File: src/verilog/cx_pkg.sv
/*
  Shared types and constants for the custom-instruction dispatch unit.
  Imported by the interfaces and every stage of cx_unit.
*/
package cx_pkg;

  ////////////////////
  // Widths
  ////////////////////

  localparam int unsigned WORD_W  = 32;
  localparam int unsigned FUNC_W  = 25;
  localparam int unsigned REG_W   = 5;
  localparam int unsigned DELAY_W = 4;

  typedef logic [WORD_W-1:0]  word_t;
  typedef logic [WORD_W-1:0]  insn_t;
  typedef logic [FUNC_W-1:0]  func_t;
  typedef logic [REG_W-1:0]   reg_idx_t;
  typedef logic [DELAY_W-1:0] delay_t;

  ////////////////////
  // Instruction fields
  ////////////////////

  localparam int unsigned OPC_LSB    = 0;
  localparam int unsigned OPC_MSB    = 6;
  localparam int unsigned RD_LSB     = 7;
  localparam int unsigned RD_MSB     = 11;
  localparam int unsigned OPTYPE_LSB = 12;
  localparam int unsigned OPTYPE_MSB = 13;
  localparam int unsigned FUNC_LSB   = 7;
  localparam int unsigned FUNC_MSB   = 31;
  localparam int unsigned DELAY_LSB  = 28;
  localparam int unsigned DELAY_MSB  = 31;

  // Major opcode of the custom-0 space
  localparam logic [6:0] OPC_CUSTOM0 = 7'b0001011;

  // What happens with the accelerator result
  typedef enum logic [1:0] {
    CX_OP_WRITE   = 2'd0,
    CX_OP_ACCUM   = 2'd1,
    CX_OP_NOWB    = 2'd2,
    CX_OP_ILLEGAL = 2'd3
  } cx_optype_e;

endpackage

File: src/verilog/cx_if.sv
/*
  Stage-to-stage bundles of cx_unit.
  cx_issue_if runs from decode to execute, cx_done_if from execute to result.
*/
interface cx_issue_if import cx_pkg::*; ();
  logic       valid;
  insn_t      insn;
  reg_idx_t   rd;
  cx_optype_e optype;
  func_t      func;
  delay_t     delay;
  word_t      op_a;
  word_t      op_b;
  // Back from execute
  logic       busy;

  modport issue_src (output valid, insn, rd, optype, func, delay, op_a, op_b, input busy);
  modport issue_dst (input valid, insn, rd, optype, func, delay, op_a, op_b, output busy);
endinterface

interface cx_done_if import cx_pkg::*; ();
  logic       valid;
  reg_idx_t   rd;
  cx_optype_e optype;
  word_t      op_a;
  word_t      acc_result;

  modport done_src (output valid, rd, optype, op_a, acc_result);
  modport done_dst (input valid, rd, optype, op_a, acc_result);
endinterface

File: src/verilog/cx_decode.sv
/*
  Decode stage of cx_unit.
  Takes the host instruction strobe while the unit is idle, recognises
  custom-0 opcodes and registers a one-cycle issue bundle for execute.
  Illegal operation types raise err_o instead of issuing.
*/
module cx_decode import cx_pkg::*; (
  input  logic         clk_i,
  input  logic         rst_ni,

  input  logic         insn_valid_i,
  input  insn_t        insn_i,
  input  word_t        op_a_i,
  input  word_t        op_b_i,

  output logic         err_o,

  cx_issue_if.issue_src issue
);

  logic       accept;
  logic       is_custom;
  logic       is_illegal;
  logic       issue_en;
  logic       valid_q;
  logic       err_q;
  reg_idx_t   rd;
  cx_optype_e optype;
  func_t      func;
  delay_t     delay;

  ////////////////////
  // Field split
  ////////////////////

  assign rd     = insn_i[RD_MSB:RD_LSB];
  assign optype = cx_optype_e'(insn_i[OPTYPE_MSB:OPTYPE_LSB]);
  assign func   = insn_i[FUNC_MSB:FUNC_LSB];
  assign delay  = insn_i[DELAY_MSB:DELAY_LSB];

  // Strobes during a busy span are dropped
  assign accept     = insn_valid_i & ~issue.busy;
  assign is_custom  = (insn_i[OPC_MSB:OPC_LSB] == OPC_CUSTOM0);
  assign is_illegal = (optype == CX_OP_ILLEGAL);
  assign issue_en   = accept & is_custom & ~is_illegal;

  ////////////////////
  // Control
  ////////////////////

  always_ff @(posedge clk_i, negedge rst_ni) begin
    if (!rst_ni) begin
      valid_q <= 1'b0;
      err_q   <= 1'b0;
    end else begin
      valid_q <= issue_en;
      err_q   <= accept & is_custom & is_illegal;
    end
  end

  // Payload stays put until the next issue, so execute can
  // present it to the accelerator for the whole span
  always_ff @(posedge clk_i) begin
    if (issue_en) begin
      issue.insn   <= insn_i;
      issue.rd     <= rd;
      issue.optype <= optype;
      issue.func   <= func;
      issue.delay  <= delay;
      issue.op_a   <= op_a_i;
      issue.op_b   <= op_b_i;
    end
  end

  assign issue.valid = valid_q;
  assign err_o       = err_q;

endmodule

File: src/verilog/cx_execute.sv
/*
  Execute stage of cx_unit.
  Pulses the accelerator request in the issue cycle, counts out the
  instruction delay, samples the result and hands it to the result
  stage with a one-cycle done strobe. Reports busy back to decode.
*/
module cx_execute import cx_pkg::*; (
  input  logic          clk_i,
  input  logic          rst_ni,

  cx_issue_if.issue_dst issue,
  cx_done_if.done_src   done,

  // Accelerator side
  output logic          cx_req_valid_o,
  output func_t         cx_func_o,
  output insn_t         cx_insn_o,
  output word_t         cx_operand_a_o,
  output word_t         cx_operand_b_o,
  input  word_t         cx_result_i
);

  typedef enum logic [1:0] {
    ST_IDLE,
    ST_WAIT,
    ST_DONE
  } cx_state_e;

  cx_state_e  state_q;
  cx_state_e  state_d;
  delay_t     cnt_q;
  logic       retire_q;
  logic       start;
  logic       sample;
  word_t      result_q;
  reg_idx_t   rd_q;
  cx_optype_e optype_q;
  word_t      op_a_q;

  assign start  = (state_q == ST_IDLE) & issue.valid;
  assign sample = (state_q == ST_WAIT) & (cnt_q == '0);

  ////////////////////
  // FSM
  ////////////////////

  always_comb begin
    state_d = state_q;
    case (state_q)
      ST_IDLE: if (issue.valid) state_d = ST_WAIT;
      ST_WAIT: if (cnt_q == '0) state_d = ST_DONE;
      ST_DONE: state_d = ST_IDLE;
      default: state_d = ST_IDLE;
    endcase
  end

  always_ff @(posedge clk_i, negedge rst_ni) begin
    if (!rst_ni) begin
      state_q  <= ST_IDLE;
      cnt_q    <= '0;
      retire_q <= 1'b0;
    end else begin
      state_q  <= state_d;
      // Trailing cycle covers the writeback slot
      retire_q <= (state_q == ST_DONE);
      if (start) begin
        cnt_q <= issue.delay;
      end else if ((state_q == ST_WAIT) && (cnt_q != '0)) begin
        cnt_q <= cnt_q - delay_t'(1);
      end
    end
  end

  // Result plus the fields the writeback still needs
  always_ff @(posedge clk_i) begin
    if (sample) begin
      result_q <= cx_result_i;
      rd_q     <= issue.rd;
      optype_q <= issue.optype;
      op_a_q   <= issue.op_a;
    end
  end

  ////////////////////
  // Outputs
  ////////////////////

  // Request payload is held by decode until the next issue
  assign cx_req_valid_o = start;
  assign cx_func_o      = issue.func;
  assign cx_insn_o      = issue.insn;
  assign cx_operand_a_o = issue.op_a;
  assign cx_operand_b_o = issue.op_b;

  assign done.valid      = (state_q == ST_DONE);
  assign done.rd         = rd_q;
  assign done.optype     = optype_q;
  assign done.op_a       = op_a_q;
  assign done.acc_result = result_q;

  assign issue.busy = issue.valid | (state_q != ST_IDLE) | retire_q;

endmodule

File: src/verilog/cx_result.sv
/*
  Result stage of cx_unit.
  Forms the writeback value from the sampled accelerator result
  according to the operation type and registers it with a one-cycle
  valid. No-writeback instructions end here silently.
*/
module cx_result import cx_pkg::*; (
  input  logic        clk_i,
  input  logic        rst_ni,

  cx_done_if.done_dst done,

  output logic        wb_valid_o,
  output reg_idx_t    wb_rd_o,
  output word_t       wb_data_o
);

  logic  wb_en;
  logic  wb_valid_q;
  word_t wb_data;
  word_t wb_data_q;
  reg_idx_t wb_rd_q;

  ////////////////////
  // Merge
  ////////////////////

  always_comb begin
    wb_en   = 1'b0;
    wb_data = done.acc_result;
    case (done.optype)
      CX_OP_WRITE: begin
        wb_en = done.valid;
      end
      CX_OP_ACCUM: begin
        // Wraps modulo 2^32
        wb_en   = done.valid;
        wb_data = done.acc_result + done.op_a;
      end
      // Illegal never reaches this stage
      default: begin
        wb_en = 1'b0;
      end
    endcase
  end

  ////////////////////
  // Writeback register
  ////////////////////

  always_ff @(posedge clk_i, negedge rst_ni) begin
    if (!rst_ni) begin
      wb_valid_q <= 1'b0;
    end else begin
      wb_valid_q <= wb_en;
    end
  end

  always_ff @(posedge clk_i) begin
    if (wb_en) begin
      wb_rd_q   <= done.rd;
      wb_data_q <= wb_data;
    end
  end

  assign wb_valid_o = wb_valid_q;
  assign wb_rd_o    = wb_rd_q;
  assign wb_data_o  = wb_data_q;

endmodule

File: src/verilog/cx_unit.sv
/*
  Custom-instruction dispatch unit.
  The host core hands over custom-0 instructions with both operands,
  the unit drives one accelerator request per instruction and writes
  the merged result back. Only one instruction is in flight at a time,
  new ones are taken while busy_o is low.
*/
module cx_unit import cx_pkg::*; (
  input  logic     clk_i,
  input  logic     rst_ni,

  // Host instruction strobe
  input  logic     insn_valid_i,
  input  insn_t    insn_i,
  input  word_t    op_a_i,
  input  word_t    op_b_i,

  // Accelerator request and result
  output logic     cx_req_valid_o,
  output func_t    cx_func_o,
  output insn_t    cx_insn_o,
  output word_t    cx_operand_a_o,
  output word_t    cx_operand_b_o,
  input  word_t    cx_result_i,

  // Register writeback
  output logic     wb_valid_o,
  output reg_idx_t wb_rd_o,
  output word_t    wb_data_o,

  // Status
  output logic     err_o,
  output logic     busy_o
);

  logic wb_valid;

  cx_issue_if issue_bus ();
  cx_done_if  done_bus ();

  ////////////////////
  // Stages
  ////////////////////

  cx_decode i_decode (
    .clk_i        ( clk_i        ),
    .rst_ni       ( rst_ni       ),
    .insn_valid_i ( insn_valid_i ),
    .insn_i       ( insn_i       ),
    .op_a_i       ( op_a_i       ),
    .op_b_i       ( op_b_i       ),
    .err_o        ( err_o        ),
    .issue        ( issue_bus    )
  );

  cx_execute i_execute (
    .clk_i          ( clk_i          ),
    .rst_ni         ( rst_ni         ),
    .issue          ( issue_bus      ),
    .done           ( done_bus       ),
    .cx_req_valid_o ( cx_req_valid_o ),
    .cx_func_o      ( cx_func_o      ),
    .cx_insn_o      ( cx_insn_o      ),
    .cx_operand_a_o ( cx_operand_a_o ),
    .cx_operand_b_o ( cx_operand_b_o ),
    .cx_result_i    ( cx_result_i    )
  );

  cx_result i_result (
    .clk_i      ( clk_i     ),
    .rst_ni     ( rst_ni    ),
    .done       ( done_bus  ),
    .wb_valid_o ( wb_valid  ),
    .wb_rd_o    ( wb_rd_o   ),
    .wb_data_o  ( wb_data_o )
  );

  // Busy until the writeback slot has passed
  assign busy_o     = issue_bus.busy | wb_valid;
  assign wb_valid_o = wb_valid;

endmodule

File: config.mk
export PLATFORM = sky130hd
export DESIGN_NAME = cx_unit
export DESIGN_NICKNAME = d
export VERILOG_FILES = /design/src/verilog/cx_pkg.sv /design/src/verilog/cx_if.sv /design/src/verilog/cx_decode.sv /design/src/verilog/cx_execute.sv /design/src/verilog/cx_result.sv /design/src/verilog/cx_unit.sv
export SDC_FILE = /design/constraint.sdc
export NUM_CORES = 1
export LEC_CHECK = 0
export ABC_AREA = 1
export ABC_CLOCK_PERIOD_IN_PS = 8900
export BUFFER_PORTS_ARGS = -buffer_cell sky130_fd_sc_hd__buf_2
export CAP_MARGIN = 30
export CORE_UTILIZATION = 30
export CTS_BUF_LIST = sky130_fd_sc_hd__clkbuf_8 sky130_fd_sc_hd__clkbuf_16
export CTS_CLUSTER_DIAMETER = 100
export DETAILED_ROUTE_END_ITERATION = 8
export PLACE_DENSITY = 0.59
export RECOVER_POWER = 25
export SETUP_SLACK_MARGIN = 0.2
export SLEW_MARGIN = 5
export SYNTH_ARGS = -nofsm -noshare
export SYNTH_HDL_FRONTEND = slang
export SYNTH_SLANG_ARGS = --single-unit
File: constraint.sdc
create_clock -name clk_i -period 8.9 [get_ports clk_i]
set_input_delay 2.225 -clock clk_i [delete_from_list [all_inputs] [get_ports clk_i]]
set_output_delay 2.225 -clock clk_i [all_outputs]
set_load 0.02 [all_outputs]
# After elaboration in Yosys (flattened, before gate mapping)
# Index checks and enable logic that the tools add are counted.
word_totals:
  register_bits: 250
  input_bits: 131
  wordCells: 55
classes:
  addsub: 2
  n_eq_ne: 7
  muxes: 7
  bitwise_logic: 11
  n_reduce_logical: 9
ops:
  columns: ["cell", "n"]
  rows:
  - ["32-bit adder", 1]
  - ["32-bit 2-to-1 mux", 1]
  - ["4-bit 2-to-1 mux", 2]
  - ["7-bit by 4-bit equality test with 1-bit output, second input constant", 1]
  - ["1-bit bitwise AND", 6]
  - ["2-bit by 1-bit equality test with 1-bit output, second input constant", 2]
  - ["2-bit equality test, second input constant", 2]
  - ["2-bit zero test", 2]
  - ["4-bit zero test", 1]
  - ["2-bit 2-to-1 mux", 2]
  - ["2-bit one-hot mux with 2 select lines", 1]
  - ["2-bit nonzero test", 2]
  - ["4-bit nonzero test", 1]
  - ["4-bit by 1-bit subtractor with 4-bit output, second input constant", 1]
  - ["1-bit OR", 3]
  - ["2-bit by 1-bit inequality test with 1-bit output, second input constant", 1]
  - ["2-bit inequality test, second input constant", 1]
  - ["1-bit inverter", 2]
  - ["2-bit AND reduction", 1]
  - ["2-bit OR reduction", 1]
  - ["1-bit logical AND", 1]
  - ["1-bit 2-to-1 mux", 1]

# Depth between registers and ports, before layout
depth:
  ltp_word: 7
  depth_mapped: 12
  ltp_nobuf: 12

# Cells and area by module
# Synthesis repeated with hierarchy kept, for this count alone.
unflattened:
  cells_unflattened: 1030
  area_unflattened_um2: 10682.7
modules_own_cells:
  columns: ["mod", "n_inst", "cells_each", "area_each_um2", "seq_area_each_um2"]
  rows:
  - ["cx_result", 1, 634, 3981.3, 1136.1]
  - ["cx_execute", 1, 244, 3429.5, 2307.2]
  - ["cx_decode", 1, 149, 3260.6, 2932.8]
  - ["cx_unit", 1, 3, 11.3, 0.0]

# Least setup slack after synthesis
# No wires, ideal clock.
synth_path:
  kind: "input -> register"
  startpoint: "in insn_i[5]"
  endpoint: "reg i_decode.valid_q, in the netlist i_decode.issue.valid"
  setup_ns: 0.615
  t_arrival_ns: 7.310
  path_slack_ns: 0.975
  path_stages: 3
  path_buffers: 0
  cell_sequence: "nor4b_1 -> nand3_1 -> a21oi_1"
synth_via:
  elab_chain_cells: 3
synth_lines:
  columns: ["element", "line", "text"]
  rows:
  - ["start, declared", "cx_unit.sv:14", "input insn_t insn_i,"]
  - ["7-bit by 4-bit equality test with 1-bit output", "cx_decode.sv:43", "assign is_custom = (insn_i[OPC_MSB:OPC_LSB] == OPC_CUSTOM0);"]
  - ["1-bit bitwise AND (2 in a row)", "cx_decode.sv:45", "assign issue_en = accept & is_custom & ~is_illegal;"]
  - ["net i_decode.issue_en", "cx_decode.sv:24", "logic issue_en;"]
  - ["end signal, assigned", "cx_decode.sv:56", "valid_q <= issue_en;"]
  - ["end, declared", "cx_decode.sv:25", "logic valid_q;"]
# The timed path passes the listed nets, and every way through them passes these cells.
# A chain may end at the register's enable or synchronous reset.

# Worst setup path in the final report
layout_path:
  startpoint: "in insn_i[4]"
  endpoint: "reg i_decode.issue.op_a[30] (enable)"
layout_via:
  elab_chain_cells: 3
layout_lines:
  columns: ["element", "line", "text"]
  rows:
  - ["7-bit by 4-bit equality test with 1-bit output", "cx_decode.sv:43", null]
  - ["1-bit bitwise AND (2 in a row)", "cx_decode.sv:45", null]
  - ["net i_decode.issue_en", "cx_decode.sv:24", null]
  - ["end signal, assigned", "cx_decode.sv:70", "issue.op_a <= op_a_i;"]
  - ["end, declared", "cx_if.sv:17", "modport issue_src (output valid, insn, rd, optype, func, delay, op_a, op_b, input busy);"]
# The timed path passes the listed nets, and every way through them passes these cells.

==> results by group <==
Floorplanning
  • Core region area: ~0.031 sq mm
  • Die H: ~180 microns
  • # rows: 64
  • Die W: between 150 and 200 microns
  • Starting Density: 30.8%
  • Total Die Area: between 0.03 and 0.04 sq mm
  • Top Ports: between 200 and 300

Cells and area
  • Final instance area: 0.0122 sq mm
  • Most frequent cells in the layout: nand2_1, buf_2, edfxtp_1
  • Syn-to-layout area delta: 27.3%
  • Fillers: around 3000
  • Layout cells sized above 1: just under 30%
  • Commonest non-fill, non-tap cell in the layout: nand2_1
  • Nets: 1340
  • Post-layout util: between 30% and 40%

Timing
  • Worst slew pin tran: 2350 ps
  • Fmax: about 240 MHz
  • Slew margin rel.: -56.9%
  • Slew Viols, Final: 72
  • RSZ-0062 raised after global routing: no
  • Setup violations, final: 0
  • Count of final hold-check violations: 0
  • Clock skew: 20.4 ps
  • Hold slack: roughly 420 ps
  • Fin crit share: between 40 and 50%
  • Setup TNS Final: 0 ps
  • Final Critical Period: approximately 4100 ps

Clock network
  • Total setup buffers inserted after CTS: 0
  • Hold Buf Count CTS: 0
  • Clock sink count: ~210
  • Root Buffer: clkbuf_16
  • PostCTS Resize Cnt: 0
  • Clock tree buffer depth: 3
  • Total CTS buffers: 24
  • Reg clk slew, reported paths: around 60 ps
  • Htree depth: 1
  • TritonCTS clock tree: yes
  • Clk_lat worst skew: 540 ps

Global route
  • Largest net degree at the start of global routing: 60
  • Initial antenna violation count: 7
  • First-pass GRT wire length: between 30000 and 40000 microns
  • Vias in the first global route: between 6000 and 7000
  • Total grt overflow: 0
  • Tot GR Track Use: 15.7%

Detailed routing
  • DRT iter0 DRCs: between 300 and 400
  • ANT nets after route: 0
  • DRT Pass-1 Iters: 4
  • DR WL/cell: between 15 and 20 microns
  • Drt drc: 0
  • DR vias: ~7000
  • Vias per cell: 4.28
  • Final Routed Wirelength: about 26000 microns

Place
  • HPWL Detailed: about 20000 microns
  • Post-DP Area: 0.0114 sq mm
  • Port Buffers: ~290
  • Routability congestion estimate: 0.834

Logic synthesis
  • Yosys warnings: 0
  • Mapped cell area: 0.00956 sq mm
  • Gate Count Post-Synth: between 800 and 900
  • Post-synthesis net count: around 1000
  • Sequential area share after synthesis: between 60% and 70%
  • Netlist cell types: 31
  • Syn avg cell area: 10.8 sq um
  • Post-synthesis register bit count: 214

Hold path
  • Worst hold path class: register to register
  • Hold path depth: 0

Critical path
  • CP Data Required Time: just over 9000 ps
  • FF-to-FF path depth: 5
  • WS Path Type: primary input to register
  • CP Launch Type: primary input
  • CP endpoint kind: register
  • Arr. time, crit path: 4270 ps
  • Crit Path Max Fanout: between 50 and 60

Power
  • Pleak: around 5.5 nW
  • Max VDD drop: between 0.0001 and 0.00015 V
  • PwrDens: roughly 180 mW/mm^2
  • Total power: around 2.2 mW

Run
  • Number of max-cap violations: 2

Outcome
  • Status: finished with violations
  • Violated checks: capacitance limit, slew limit
synthesized netlist by cell type:
library cell  number  area (sq um)
edfxtp_1         204          6130
nor2_1            45           169
nand2_2            6          37.5
o21ai_0           11          55.1
o221ai_1           1          8.76
nand2_1          296          1110
inv_1            121           454
nor3b_1            1          7.51
a21o_1             1          7.51
o211ai_1           1          7.51
buf_1              1          3.75
ha_1              32           400
nor2_4             2          22.5
a21oi_1           24           120
inv_2              1          3.75
dfrtp_1           10           250
nor3_1             7          35.0
xnor2_1            7          61.3
o21ai_1            4          20.0
nand3_2            1          10.0
nand3_1           55           275
nor2_2             4          25.0
buf_4             26           195
nand3b_1           3          22.5
clkbuf_1           4          15.0
fa_1               1          20.0
or2_1              1          6.26
nor4b_1            1          8.76
nand4_1            3          18.8
or2_2              6          37.5
o21bai_1           3          22.5
final timing paths:
kind                                      start                      end  slack, ps
max                                   insn_i[4]  i_decode.issue.op_a[30]       4790
max reg2reg                  i_execute.cnt_q[0]  i_execute.done.op_a[30]       5900
max in group asynchronous                rst_ni     i_execute.state_q[0]       6910
min in group asynchronous                rst_ni       i_execute.cnt_q[0]       1630
min reg2reg                i_execute.done.rd[1]      i_result.wb_rd_o[1]        420
min                        i_execute.done.rd[1]      i_result.wb_rd_o[1]        420
critical path: stages:
cell and delay (ps):
buf_2 120, nor4b_1 310, nand3_1 200, a21oi_4 150
buf_4 480, buf_4 720
logic make-up after synthesis:
logic type                 after synthesis  share of synthesized area [%]
buffers and inverters                  153                           7.03
xor gates and xnor gates                 7                          0.641
adders and majority gates               33                           4.40
and+or+nand+nor                        431                           18.7
AOI/OAI and AO/OA                       45                           2.53
DFF                                    214                           66.7
per-stage QoR:
| stage | std cells | worst slack [ps] |
|---|---|---|
| detailed placement | 1546 | 4220 |
| finish | 1594 | 4790 |
| global route | 1592 | 4560 |
| global placement | 1545 | 4290 |
| CTS | 1589 | 4780 |
| floorplan | 883 | 975 |
routing by layer:
metal  track usage [%]  vias up  wire length (microns)  share of wire (%)
met2              28.0      212                  12800                 49
met1              18.3     3078                  10600                 41
li1                  -     3493                      -                  -
met3              4.45       40                   1710                6.6
met4              4.75        4                    699                2.7
met5                 0        -                     23              0.089
final cells by class:
| class | count | area, sq um | area share [%] |
|---|---|---|---|
| Sequential cell | 214 | 6380 | 52.4 |
| Timing Repair Buffer | 298 | 1500 | 12.3 |
| Antenna cell | 5 | 12.5 | 0.103 |
| Tap cell | 396 | 495 | 4.07 |
| Multi-Input combinational cell | 516 | 2510 | 20.6 |
| Inverter | 122 | 458 | 3.76 |
| Clock inverter | 14 | 115 | 0.946 |
| Clock buffer | 29 | 703 | 5.78 |
where the power goes:
group	switching, mW	leakage, nW	internal [mW]
clock network	0.416	0.400	0.570
logic	0.0353	3.14	0.0338
registers	0.00365	1.97	1.10
flip-flops by register name, indices dropped and copies added, names as in the netlist, 2 cells and up:
| name | count |
|---|---|
| i_decode.issue.op_a | 32 |
| i_decode.issue.op_b | 32 |
| i_execute.done.acc_result | 32 |
| i_execute.done.op_a | 32 |
| i_result.wb_data_o | 32 |
| i_decode.issue.func | 21 |
| i_decode.issue.insn | 7 |
| i_execute.done.rd | 5 |
| i_result.wb_rd_o | 5 |
| i_decode.issue.delay | 4 |
| i_execute.cnt_q | 4 |
| i_execute.done.optype | 2 |
| i_execute.state_q | 2 |
No activity file was read; power rests on OpenSTA's default activity.
